===== config.mk =====
export PLATFORM = sky130hd
export DESIGN_NAME = fir_top
export DESIGN_NICKNAME = d
export VERILOG_FILES = /design/src/rtl/fir_pkg.sv /design/src/rtl/axil_fir_regs.sv /design/src/rtl/fir_mac7.sv /design/src/rtl/fir_top.sv /design/src/rtl/result_fifo.sv /design/src/rtl/tap_window.sv
export SDC_FILE = /design/constraint.sdc
export NUM_CORES = 1
export LEC_CHECK = 0
export ABC_AREA = 1
export BUFFER_PORTS_ARGS = -buffer_cell sky130_fd_sc_hd__buf_2
export CORE_ASPECT_RATIO = 0.7
export CORE_MARGIN = 2
export CORE_UTILIZATION = 39
export DETAILED_ROUTE_END_ITERATION = 7
export PLACE_DENSITY = 0.58
export SLEW_MARGIN = 20
export SYNTH_ARGS = -nofsm -noshare
export SYNTH_HDL_FRONTEND = slang
export SYNTH_SLANG_ARGS = --single-unit
export TNS_END_PERCENT = 100

===== constraint.sdc =====
create_clock -name clk -period 4.4 [get_ports clk]
set_input_delay 0.44 -clock clk [delete_from_list [all_inputs] [get_ports clk]]
set_output_delay 0.44 -clock clk [all_outputs]
set_load 0.02 [all_outputs]

===== src/rtl/fir_pkg.sv =====
package fir_pkg;

	// filter geometry
	localparam int NUM_TAPS = 7;
	localparam int SAMPLE_W = 8;
	localparam int COEF_W   = 9;
	localparam int PROD_W   = SAMPLE_W + COEF_W;
	localparam int ACC_W    = 20;
	localparam int RESULT_W = 16;

	// output slice of the accumulator, top bit unused
	localparam int RES_LSB = 3;
	localparam int RES_MSB = RES_LSB + RESULT_W - 1;

	// result buffering
	localparam int FIFO_DEPTH = 8;
	localparam int PIPE_SLOTS = 3;
	localparam int PTR_W      = $clog2(FIFO_DEPTH);
	localparam int COUNT_W    = PTR_W + 1;
	localparam int FILL_W     = $clog2(NUM_TAPS + 1);

	// register map
	localparam int ADDR_W = 4;
	localparam int DATA_W = 32;
	localparam logic [ADDR_W-1:0] ADDR_CTRL   = 4'h0;
	localparam logic [ADDR_W-1:0] ADDR_SAMPLE = 4'h4;
	localparam logic [ADDR_W-1:0] ADDR_RESULT = 4'h8;
	localparam logic [ADDR_W-1:0] ADDR_STATUS = 4'hC;
	localparam logic [1:0]        RESP_OKAY   = 2'b00;

	typedef enum logic [2:0]
	{
		BANK_B,
		BANK_C,
		BANK_D,
		BANK_1,
		BANK_3,
		BANK_F3
	} coef_bank_e;

	localparam int NUM_BANKS = 6;

	// symmetric sets, tap 0 first
	localparam logic [COEF_W-1:0] COEF_TABLE [NUM_BANKS][NUM_TAPS] = '{
		'{9'd29, 9'd101, 9'd15,  9'd235, 9'd15,  9'd101, 9'd29},
		'{9'd4,  9'd42,  9'd163, 9'd255, 9'd163, 9'd42,  9'd4},
		'{9'd12, 9'd77,  9'd148, 9'd0,   9'd148, 9'd77,  9'd12},
		'{9'd15, 9'd25,  9'd193, 9'd0,   9'd193, 9'd25,  9'd15},
		'{9'd9,  9'd56,  9'd109, 9'd0,   9'd109, 9'd56,  9'd9},
		'{9'd20, 9'd179, 9'd364, 9'd0,   9'd364, 9'd179, 9'd20}
	};

	// tap 0 is the oldest sample and lands in the top byte
	typedef struct packed
	{
		logic [0:NUM_TAPS-1][SAMPLE_W-1:0] tap;
	} window_t;

	// bank sits above the value, same layout as the RESULT register
	typedef struct packed
	{
		coef_bank_e            bank;
		logic [RESULT_W-1:0]   value;
	} result_t;

	typedef enum logic
	{
		IDLE,
		RESP
	} axil_state_e;

endpackage


===== src/rtl/axil_fir_regs.sv =====
`timescale 1ns/1ps

module axil_fir_regs
	import fir_pkg::*;
(
	input  logic                clk,
	input  logic                rst_n,
	// write address and data
	input  logic [ADDR_W-1:0]   awaddr,
	input  logic                awvalid,
	output logic                awready,
	input  logic [DATA_W-1:0]   wdata,
	input  logic [DATA_W/8-1:0] wstrb,
	input  logic                wvalid,
	output logic                wready,
	output logic [1:0]          bresp,
	output logic                bvalid,
	input  logic                bready,
	// read channels
	input  logic [ADDR_W-1:0]   araddr,
	input  logic                arvalid,
	output logic                arready,
	output logic [DATA_W-1:0]   rdata,
	output logic [1:0]          rresp,
	output logic                rvalid,
	input  logic                rready,
	// filter side
	output logic                sample_valid,
	output logic [SAMPLE_W-1:0] sample,
	output logic                flush,
	output coef_bank_e          bank,
	output logic                pop,
	input  result_t             head,
	input  logic                empty,
	input  logic [COUNT_W-1:0]  count,
	input  logic                almost_full,
	input  logic [FILL_W-1:0]   fill
);

	axil_state_e wr_state;
	axil_state_e rd_state;
	logic        wr_hs;
	logic        wr_stall;
	logic        ar_hs;
	logic [DATA_W-1:0] rd_word;

	// sample writes wait while the FIFO has no room for the pipeline
	assign wr_stall = (awaddr == ADDR_SAMPLE) && almost_full;
	assign wr_hs    = awready && awvalid && wready && wvalid;
	assign ar_hs    = arready && arvalid;

	assign sample_valid = wr_hs && (awaddr == ADDR_SAMPLE) && wstrb[0];
	assign sample       = wdata[SAMPLE_W-1:0];
	assign flush        = wr_hs && (awaddr == ADDR_CTRL);
	assign pop          = ar_hs && (araddr == ADDR_RESULT) && !empty;

	assign bresp = RESP_OKAY;
	assign rresp = RESP_OKAY;

	always_ff @(posedge clk)
	begin
		if (!rst_n)
		begin
			wr_state <= IDLE;
			awready  <= 1'b0;
			wready   <= 1'b0;
			bvalid   <= 1'b0;
		end
		else
		begin
			case (wr_state)
				IDLE:
				begin
					if (awready)
					begin
						awready  <= 1'b0;
						wready   <= 1'b0;
						bvalid   <= 1'b1;
						wr_state <= RESP;
					end
					else if (awvalid && wvalid && !wr_stall)
					begin
						awready <= 1'b1;
						wready  <= 1'b1;
					end
				end
				RESP:
				begin
					if (bready)
					begin
						bvalid   <= 1'b0;
						wr_state <= IDLE;
					end
				end
				default: wr_state <= IDLE;
			endcase
		end
	end

	// bank register, unknown codes leave it unchanged
	always_ff @(posedge clk)
	begin
		if (!rst_n)
			bank <= BANK_C;
		else if (flush && wstrb[0] && (wdata[2:0] <= BANK_F3))
			bank <= coef_bank_e'(wdata[2:0]);
	end

	always_comb
	begin
		rd_word = '0;
		case (araddr)
			ADDR_CTRL:   rd_word[2:0] = bank;
			ADDR_RESULT:
			begin
				if (!empty)
				begin
					rd_word[DATA_W-1]            = 1'b1;
					rd_word[$bits(result_t)-1:0] = head;
				end
			end
			ADDR_STATUS: rd_word[7:0] = {1'b0, fill, count};
			default:     rd_word = '0;
		endcase
	end

	always_ff @(posedge clk)
	begin
		if (!rst_n)
		begin
			rd_state <= IDLE;
			arready  <= 1'b0;
			rvalid   <= 1'b0;
		end
		else
		begin
			case (rd_state)
				IDLE:
				begin
					if (ar_hs)
					begin
						arready  <= 1'b0;
						rvalid   <= 1'b1;
						rd_state <= RESP;
					end
					else if (arvalid)
						arready <= 1'b1;
				end
				RESP:
				begin
					if (rready)
					begin
						rvalid   <= 1'b0;
						rd_state <= IDLE;
					end
				end
				default: rd_state <= IDLE;
			endcase
		end
	end

	// read data is captured with the AR handshake
	always_ff @(posedge clk)
	begin
		if (ar_hs)
			rdata <= rd_word;
	end

	a_bvalid_held: assert property (@(posedge clk) disable iff (!rst_n)
		bvalid && !bready |=> bvalid);

	// empty and count both come from the FIFO and must agree on every pop
	a_pop_not_empty: assert property (@(posedge clk) disable iff (!rst_n)
		pop |-> (count != '0));

endmodule


===== src/rtl/fir_mac7.sv =====
`timescale 1ns/1ps

module fir_mac7
	import fir_pkg::*;
(
	input  logic       clk,
	input  logic       rst_n,
	input  logic       win_valid,
	input  window_t    win,
	input  coef_bank_e bank,
	output logic       res_valid,
	output result_t    res
);

	logic [PROD_W-1:0] prod [NUM_TAPS];
	logic              s1_valid;
	coef_bank_e        s1_bank;
	logic [ACC_W-1:0]  acc;

	// valid bits follow the data through both stages
	always_ff @(posedge clk)
	begin
		if (!rst_n)
		begin
			s1_valid  <= 1'b0;
			res_valid <= 1'b0;
		end
		else
		begin
			s1_valid  <= win_valid;
			res_valid <= s1_valid;
		end
	end

	// stage 1, one product per tap
	always_ff @(posedge clk)
	begin
		for (int i = 0; i < NUM_TAPS; i++)
			prod[i] <= win.tap[i] * COEF_TABLE[bank][i];
		s1_bank <= bank;
	end

	// unsigned products, zero extended into the accumulator
	always_comb
	begin
		acc = '0;
		for (int i = 0; i < NUM_TAPS; i++)
			acc = acc + ACC_W'(prod[i]);
	end

	// stage 2
	always_ff @(posedge clk)
	begin
		res.value <= acc[RES_MSB:RES_LSB];
		res.bank  <= s1_bank;
	end

	a_res_valid_known: assert property (@(posedge clk) disable iff (!rst_n)
		!$isunknown(res_valid));

endmodule


===== src/rtl/fir_top.sv =====
`timescale 1ns/1ps

module fir_top
	import fir_pkg::*;
(
	input  logic                clk,
	input  logic                rst_n,
	input  logic [ADDR_W-1:0]   awaddr,
	input  logic                awvalid,
	output logic                awready,
	input  logic [DATA_W-1:0]   wdata,
	input  logic [DATA_W/8-1:0] wstrb,
	input  logic                wvalid,
	output logic                wready,
	output logic [1:0]          bresp,
	output logic                bvalid,
	input  logic                bready,
	input  logic [ADDR_W-1:0]   araddr,
	input  logic                arvalid,
	output logic                arready,
	output logic [DATA_W-1:0]   rdata,
	output logic [1:0]          rresp,
	output logic                rvalid,
	input  logic                rready
);

	logic                sample_valid;
	logic [SAMPLE_W-1:0] sample;
	logic                flush;
	coef_bank_e          bank;
	logic                win_valid;
	window_t             win;
	logic [FILL_W-1:0]   fill;
	logic                res_valid;
	result_t             res;
	logic                pop;
	result_t             head;
	logic                empty;
	logic [COUNT_W-1:0]  count;
	logic                almost_full;

	axil_fir_regs axil_fir_regs_inst (
		.clk, .rst_n,
		.awaddr, .awvalid, .awready, .wdata, .wstrb, .wvalid, .wready,
		.bresp, .bvalid, .bready,
		.araddr, .arvalid, .arready, .rdata, .rresp, .rvalid, .rready,
		.sample_valid, .sample, .flush, .bank,
		.pop, .head, .empty, .count, .almost_full, .fill
	);

	tap_window tap_window_inst (
		.clk, .rst_n, .sample_valid, .sample, .flush, .win_valid, .win, .fill
	);

	fir_mac7 fir_mac7_inst (
		.clk, .rst_n, .win_valid, .win, .bank, .res_valid, .res
	);

	result_fifo result_fifo_inst (
		.clk, .rst_n, .push(res_valid), .din(res), .pop,
		.head, .empty, .count, .almost_full
	);

endmodule


===== src/rtl/result_fifo.sv =====
`timescale 1ns/1ps

module result_fifo
	import fir_pkg::*;
(
	input  logic               clk,
	input  logic               rst_n,
	input  logic               push,
	input  result_t            din,
	input  logic               pop,
	output result_t            head,
	output logic               empty,
	output logic [COUNT_W-1:0] count,
	output logic               almost_full
);

	result_t          mem [FIFO_DEPTH];
	logic [PTR_W-1:0] wr_ptr;
	logic [PTR_W-1:0] rd_ptr;
	logic             do_pop;

	assign do_pop = pop && !empty;

	// pointers wrap on their own since the depth is a power of two
	always_ff @(posedge clk)
	begin
		if (!rst_n)
		begin
			wr_ptr <= '0;
			rd_ptr <= '0;
			count  <= '0;
		end
		else
		begin
			if (push)
				wr_ptr <= wr_ptr + 1'b1;
			if (do_pop)
				rd_ptr <= rd_ptr + 1'b1;
			case ({push, do_pop})
				2'b10:   count <= count + 1'b1;
				2'b01:   count <= count - 1'b1;
				default: count <= count;
			endcase
		end
	end

	always_ff @(posedge clk)
	begin
		if (push)
			mem[wr_ptr] <= din;
	end

	assign head  = mem[rd_ptr];
	assign empty = (count == '0);
	// leaves room for every result still in the pipeline
	assign almost_full = (count >= COUNT_W'(FIFO_DEPTH - PIPE_SLOTS));

	a_no_overflow: assert property (@(posedge clk) disable iff (!rst_n)
		push |-> (count != COUNT_W'(FIFO_DEPTH)));

endmodule


===== src/rtl/tap_window.sv =====
`timescale 1ns/1ps

module tap_window
	import fir_pkg::*;
(
	input  logic                clk,
	input  logic                rst_n,
	input  logic                sample_valid,
	input  logic [SAMPLE_W-1:0] sample,
	input  logic                flush,
	output logic                win_valid,
	output window_t             win,
	output logic [FILL_W-1:0]   fill
);

	// fill counts accepted samples since the last flush, saturating at seven
	always_ff @(posedge clk)
	begin
		if (!rst_n)
		begin
			fill      <= '0;
			win_valid <= 1'b0;
		end
		else
		begin
			win_valid <= 1'b0;
			if (flush)
				fill <= '0;
			else if (sample_valid)
			begin
				if (fill != FILL_W'(NUM_TAPS))
					fill <= fill + 1'b1;
				// this shift completes a full window
				win_valid <= (fill >= FILL_W'(NUM_TAPS - 1));
			end
		end
	end

	// newest sample enters at tap 6, oldest drops off tap 0
	always_ff @(posedge clk)
	begin
		if (sample_valid)
			win.tap <= {win.tap[1:NUM_TAPS-1], sample};
	end

endmodule


# Yosys cells after proc, flatten, opt, wreduce, memory -nomap -nowiden
# Memory sizes are Yosys's and may differ from the RTL's. A register that Yosys moved wholly into a read port is not among the register bits.
# Index checks and enable logic that the tools add are counted.
# Widths: inputs -> output; s select.
# classes
addsub	11
mul	7
magnitude_cmp	4
eq_ne	10
muxes	29
n_bitwise	6
n_reduce_logical	31
# ops
cell	n
$mux 63	2
$mul 8x9->17	7
$add 19x17->19	4
$add 18x17->19	1
$add 17x17->18	1
$mux 1	17
$logic_and 1x1->1	15
$logic_not 4->1	3
$pmux 5 s2	1
$reduce_and 2->1	5
$add 3x1->3 const B	3
$pmux 3 s3	1
$eq 4x4->1 const B	2
$mux 8	1
$pmux 1 s2	4
$pmux 4 s2	1
$mux 3	2
$reduce_bool 2->1	3
$not 1->1	5
$add 4x1->4 const B	1
$eq 4x3->1 const B	1
$ge 4x3->1 const B	1
$ge 4x4->1 const B	1
$ne 2x1->1 const B	2
11 further kinds	14
# word_totals
ff_bits	124
mem_bits_rw	271
romBits	504
input_bits	51
out_inout_bits	41
wordCells	129
memories	3
# memory_table
memory	words	width	rd	rd_clocked_by_memory_dff	wr	line	text
(name not given)	8	63	1	0	0	fir_mac7.sv:39	prod[i] <= win.tap[i] * COEF_TABLE[bank][i];
result_fifo_inst.mem	8	19	1	1	1	result_fifo.sv:17	result_t mem [FIFO_DEPTH];
fir_mac7_inst.prod	7	17	7	0	7	fir_mac7.sv:15	logic [PROD_W-1:0] prod [NUM_TAPS];

# Depth between registers and ports, before layout
# depth
ltp_word	7
ltp_mapped	24
mapped_depth_nobuf	23

# Modules after synthesis
# A second synthesis with hierarchy kept.
# hier_totals
cells_unflattened	3217
area_unflattened_um2	30021.3
# by_module_without_submodules
module	n_inst	cells_each	area_per_inst_um2	seq_area_each_um2
fir_mac7	1	2439	19990.4	2782.7
result_fifo	1	519	6617.6	4824.6
tap_window	1	85	1889.3	1761.7
axil_fir_regs	1	174	1524.0	800.8

# Worst setup path after synthesis
# No wires, ideal clock.
# synth_timing
kind	register to register
from	register axil_fir_regs_inst.bank[0]
to	memory fir_mac7_inst.prod[2][16] in the netlist's numbering
setup_ns	0.112
arrival_ns	4.405
required_ns	4.288
path_slack_ns	-0.117
path_stages_with_launch	22
path_buffers	2
synth_period_minus_slack_ns	4.517
cell_sequence	dfxtp_1 inv_1 ha_1 nor2_1 buf_4 inv_2 buf_2 nor2_1 fa_1 fa_1 fa_1 inv_1 fa_1 inv_1 ha_1 nand2_1 inv_1 a21oi_1 nor2_1 nor2_1 a21o_1 nand2_1
# synth_rtl
element	line	text
start, declared	axil_fir_regs.sv:31	output coef_bank_e bank,
start signal, assigned	axil_fir_regs.sv:106	bank <= coef_bank_e'(wdata[2:0]);
end, declared	fir_mac7.sv:15	

==> metrics <==
status completed; Synth Register Bits 394; antenna violations before repair 1; r2r startpoint axil_fir_regs_inst.bank[0]; number of fillers in the final layout 7121; switch share 23.0%; uppermost layer routed met4; routed via count 21.2k; post-synth top area cell edfxtp_1; leak pwr 16.9 nW; Power Density 225 mW/mm^2; port buffer count 48; TritonCTS clock tree done; post-synthesis cell area 0.0294 mm^2; DRT antenna net count 0; met3 routed WL 6610 um; actual slew at the worst max-slew pin 0.979 ns; initial core utilization 39.3%; vias per cell 4.78; Max Buffers Root-to-Sink 3; number of diodes 0; Crit. End Element flop; Die W 332 um; detailed placer's ending HPWL 59300 um; yosys warns 0; share of cells above drive strength 1 15.8%; prevailing post-synth register cell edfxtp_1; Mapped Cells 3146; Final Net Count 4072; top cell type's share of synthesized area 23.3%; RD Place Congestion 0.918; CP max FO 7; I/O pins 92; vias in the first global route 21.1k; DRC 0; Clock Latency Late Sink 0.59 ns; largest net degree at the start of global routing 77; Cell Area, Placed 0.0323 mm^2; fmax 0.231 GHz; crit start category flop; top cells by area, synth edfxtp_1, fa_1, ha_1; Overflow after GRT 0; HP Start wdata[7]; min Tclk post-route 4.32 ns; first drt pass iteration count 5; Internal 6.02 mW; WL met2 29200 um; FP Rows 84; final worst-path cycle share 98.2%; combinational power share 3.3%; hold crit path type primary input to flop; CTS Sinks 394; CTS Buf Count 41; type of the worst setup path flop to flop; Top cell by count, worst path fa_1; Fin. Hold Viols 0; Max Cap Viol 0; RSZ-0062 raised after global routing true; Max IR drop VDD 0.258 mV; CP cell instances inv_4 > ha_4 > nor2_4 > buf_12 > buf_6 > nor2_1 > fa_1 > fa_1 > fa_1 > inv_1 > fa_1 > inv_2 > ha_4 > nand2_2 > buf_6 > nor2_4 > nand3_2 > nand3_1 > xor2_1; relative slew slack 34.7%; first-pass GRT wire length 118000 um; skew final 0.0119 ns; register area share after synthesis 34.6%; WL/cell 16.9 um; H-Tree Level Count 2; Global Route Usage Sum 19.8%; P_sw 1.80 mW; drt total wl 75100 um; largest stage delay on the critical path 0.54 ns; Avg Cell Area, Syn 9.35 um^2; die area 0.0776 mm^2; EDFF count, synth 228; Final Power 7.82 mW; Clk pwr share 45.4%; Core Area 0.0748 mm^2; Seq pwr share 51.4%; P&R area growth vs syn 18.4%; Setup-failing EPs final 0; 1st-iter DRT viols 1645; CP required 4.92 ns; design area 0.0348 mm^2; clock root cell clkbuf_16; Yosys cell types 42; Synth async-reset ratio 0%; M1 WL 38100 um; CP startpoint axil_fir_regs_inst.bank[0]; R2R Setup Slk 0.08 ns; WP data arrival 4.84 ns; clock slew at reported path FFs 0.07 ns; Max Slew Vio Count 0; CP max-delay cell fa_1; Die Span Y 234 um
-- path summary, 6_finish.rpt --
check / cells after the start / endpoint
max: 19 / fir_mac7_inst.prod[2][14]
min: 1 / tap_window_inst.win[7]
max reg2reg: 19 / fir_mac7_inst.prod[2][14]
min reg2reg: 0 / fir_mac7_inst.res[16]
-- placed cells by master (no fill, tap or decap), types with 8 or more instances in the layout --
cell type / count
ha_4: 32
o21ai_1: 22
nor2_1: 450
buf_2: 48
inv_1: 691
clkinv_1: 12
ha_1: 265
o22ai_1: 19
buf_6: 13
a31oi_1: 16
nor2_2: 39
xnor2_1: 27
conb_1: 16
o21bai_1: 8
clkbuf_16: 41
nand3_1: 84
buf_4: 207
nand2_2: 17
a21oi_2: 31
xor2_1: 52
nand2_1: 312
fa_1: 302
dfxtp_1: 162
a21o_1: 15
buf_12: 8
nand3_2: 8
nor2_4: 11
o21ai_2: 13
edfxtp_1: 228
o221ai_1: 8
inv_2: 18
a21oi_1: 71
o21ai_0: 102
nand4_1: 9
-- metrics by stage --
stage	hold slack (ns)	TNS [ns]	instances	utilization, %	setup slack [ns]
after detailed placement	0.342	-3.52	4348	43.2	-0.162
after floorplan	0.310	0	3161	-	0.00223
final	0.0311	0	4436	46.5	0.0773
after global routing	0.0105	-0.731	4436	46.5	-0.0775
after global placement	0.340	-1.58	4348	43.2	-0.133
after CTS	0.00115	-0.0785	4430	45.3	-0.0221
-- layer usage --
metal,track usage [%],vias to the layer above
li1,-,10300
met1,30.1,10300
met2,27.8,542
met3,5.61,88
met4,3.78,0
met5,0,-
-- cells by family (layout without fill, tap and decap cells) --
kind of cell	after synthesis	count (layout)	share of synthesized area, %
AND/OR/NAND/NOR	950	950	12.8
buffers and inverters	787	1073	10.4
adder cells (fa/ha/maj)	607	607	33.6
flip-flops	394	394	34.6
AO/OA/AOI/OAI	327	327	6.19
XOR/XNOR	80	80	2.38
other	1	16	0.0128
-- cell type report --
class	count	area, um^2	area share, %
sequential	394	10200	29.3
tap	989	1240	3.55
multi-input combinational	1980	17200	49.4
inverter	719	2710	7.79
clock inverter	27	282	0.809
timing repair buffer	278	2120	6.09
clock buffer	49	1090	3.12
-- state kept, by name, summed over array words and instances, names as in the netlist, named ones only --
name                         count
axil_fir_regs_inst.bank          3
tap_window_inst.fill             3
result_fifo_inst.wr_ptr          3
fir_mac7_inst.res_valid          1
axil_fir_regs_inst.rdata        20
fir_mac7_inst.s1_bank            3
fir_mac7_inst.res               19
axil_fir_regs_inst.wr_state      1
tap_window_inst.win_valid        1
fir_mac7_inst.s1_valid           1
result_fifo_inst.mem           152
axil_fir_regs_inst.rvalid        1
axil_fir_regs_inst.arready       1
axil_fir_regs_inst.awready       1
fir_mac7_inst.prod             115
axil_fir_regs_inst.rd_state      1
axil_fir_regs_inst.bvalid        1
result_fifo_inst.count           4
axil_fir_regs_inst.wready        1
tap_window_inst.win             56
result_fifo_inst.rd_ptr          3
-- power groups by stage --
stage	Clock [mW]	Sequential, mW	Combinational (mW)
after floorplan	0	4.09	0.166
after global placement	0	4.10	0.247
after detailed placement	0	4.10	0.249
after CTS	3.64	4.02	0.253
after global routing	3.77	4.03	0.290
final	3.55	4.02	0.255
-- cell usage after synthesis, types with 15 or more instances --
| cell type | instances |
|---|---|
| ha_1 | 301 |
| nand3_1 | 92 |
| clkbuf_1 | 21 |
| xnor2_1 | 27 |
| a21oi_1 | 104 |
| o21ai_0 | 128 |
| a21o_1 | 15 |
| nand2_1 | 331 |
| a31oi_1 | 17 |
| buf_2 | 23 |
| fa_1 | 306 |
| inv_1 | 704 |
| o22ai_1 | 19 |
| xor2_1 | 53 |
| buf_4 | 23 |
| dfxtp_1 | 166 |
| edfxtp_1 | 228 |
| nor2_1 | 496 |
-- worst max-delay path, delay by kind of cell (launching register included) --
| family | cells | cell delay (ns) |
|---|---|---|
| simple gates | 6 | 0.55 |
| fa+ha+maj | 6 | 2.54 |
| buf+inv | 6 | 0.55 |
| xor+xnor | 1 | 0.17 |
| flops | 1 | 0.41 |
-- timing repair --
item,4_1_cts,5_1_grt
cloned,0,0
endpoints found under the setup margin,46,66
hold endpoints to repair,2,0
pin swaps,1,59
hold buffers,2,0
gates resized for setup,41,210
setup buffers,4,8
No activity file was read; power rests on OpenSTA's default activity.
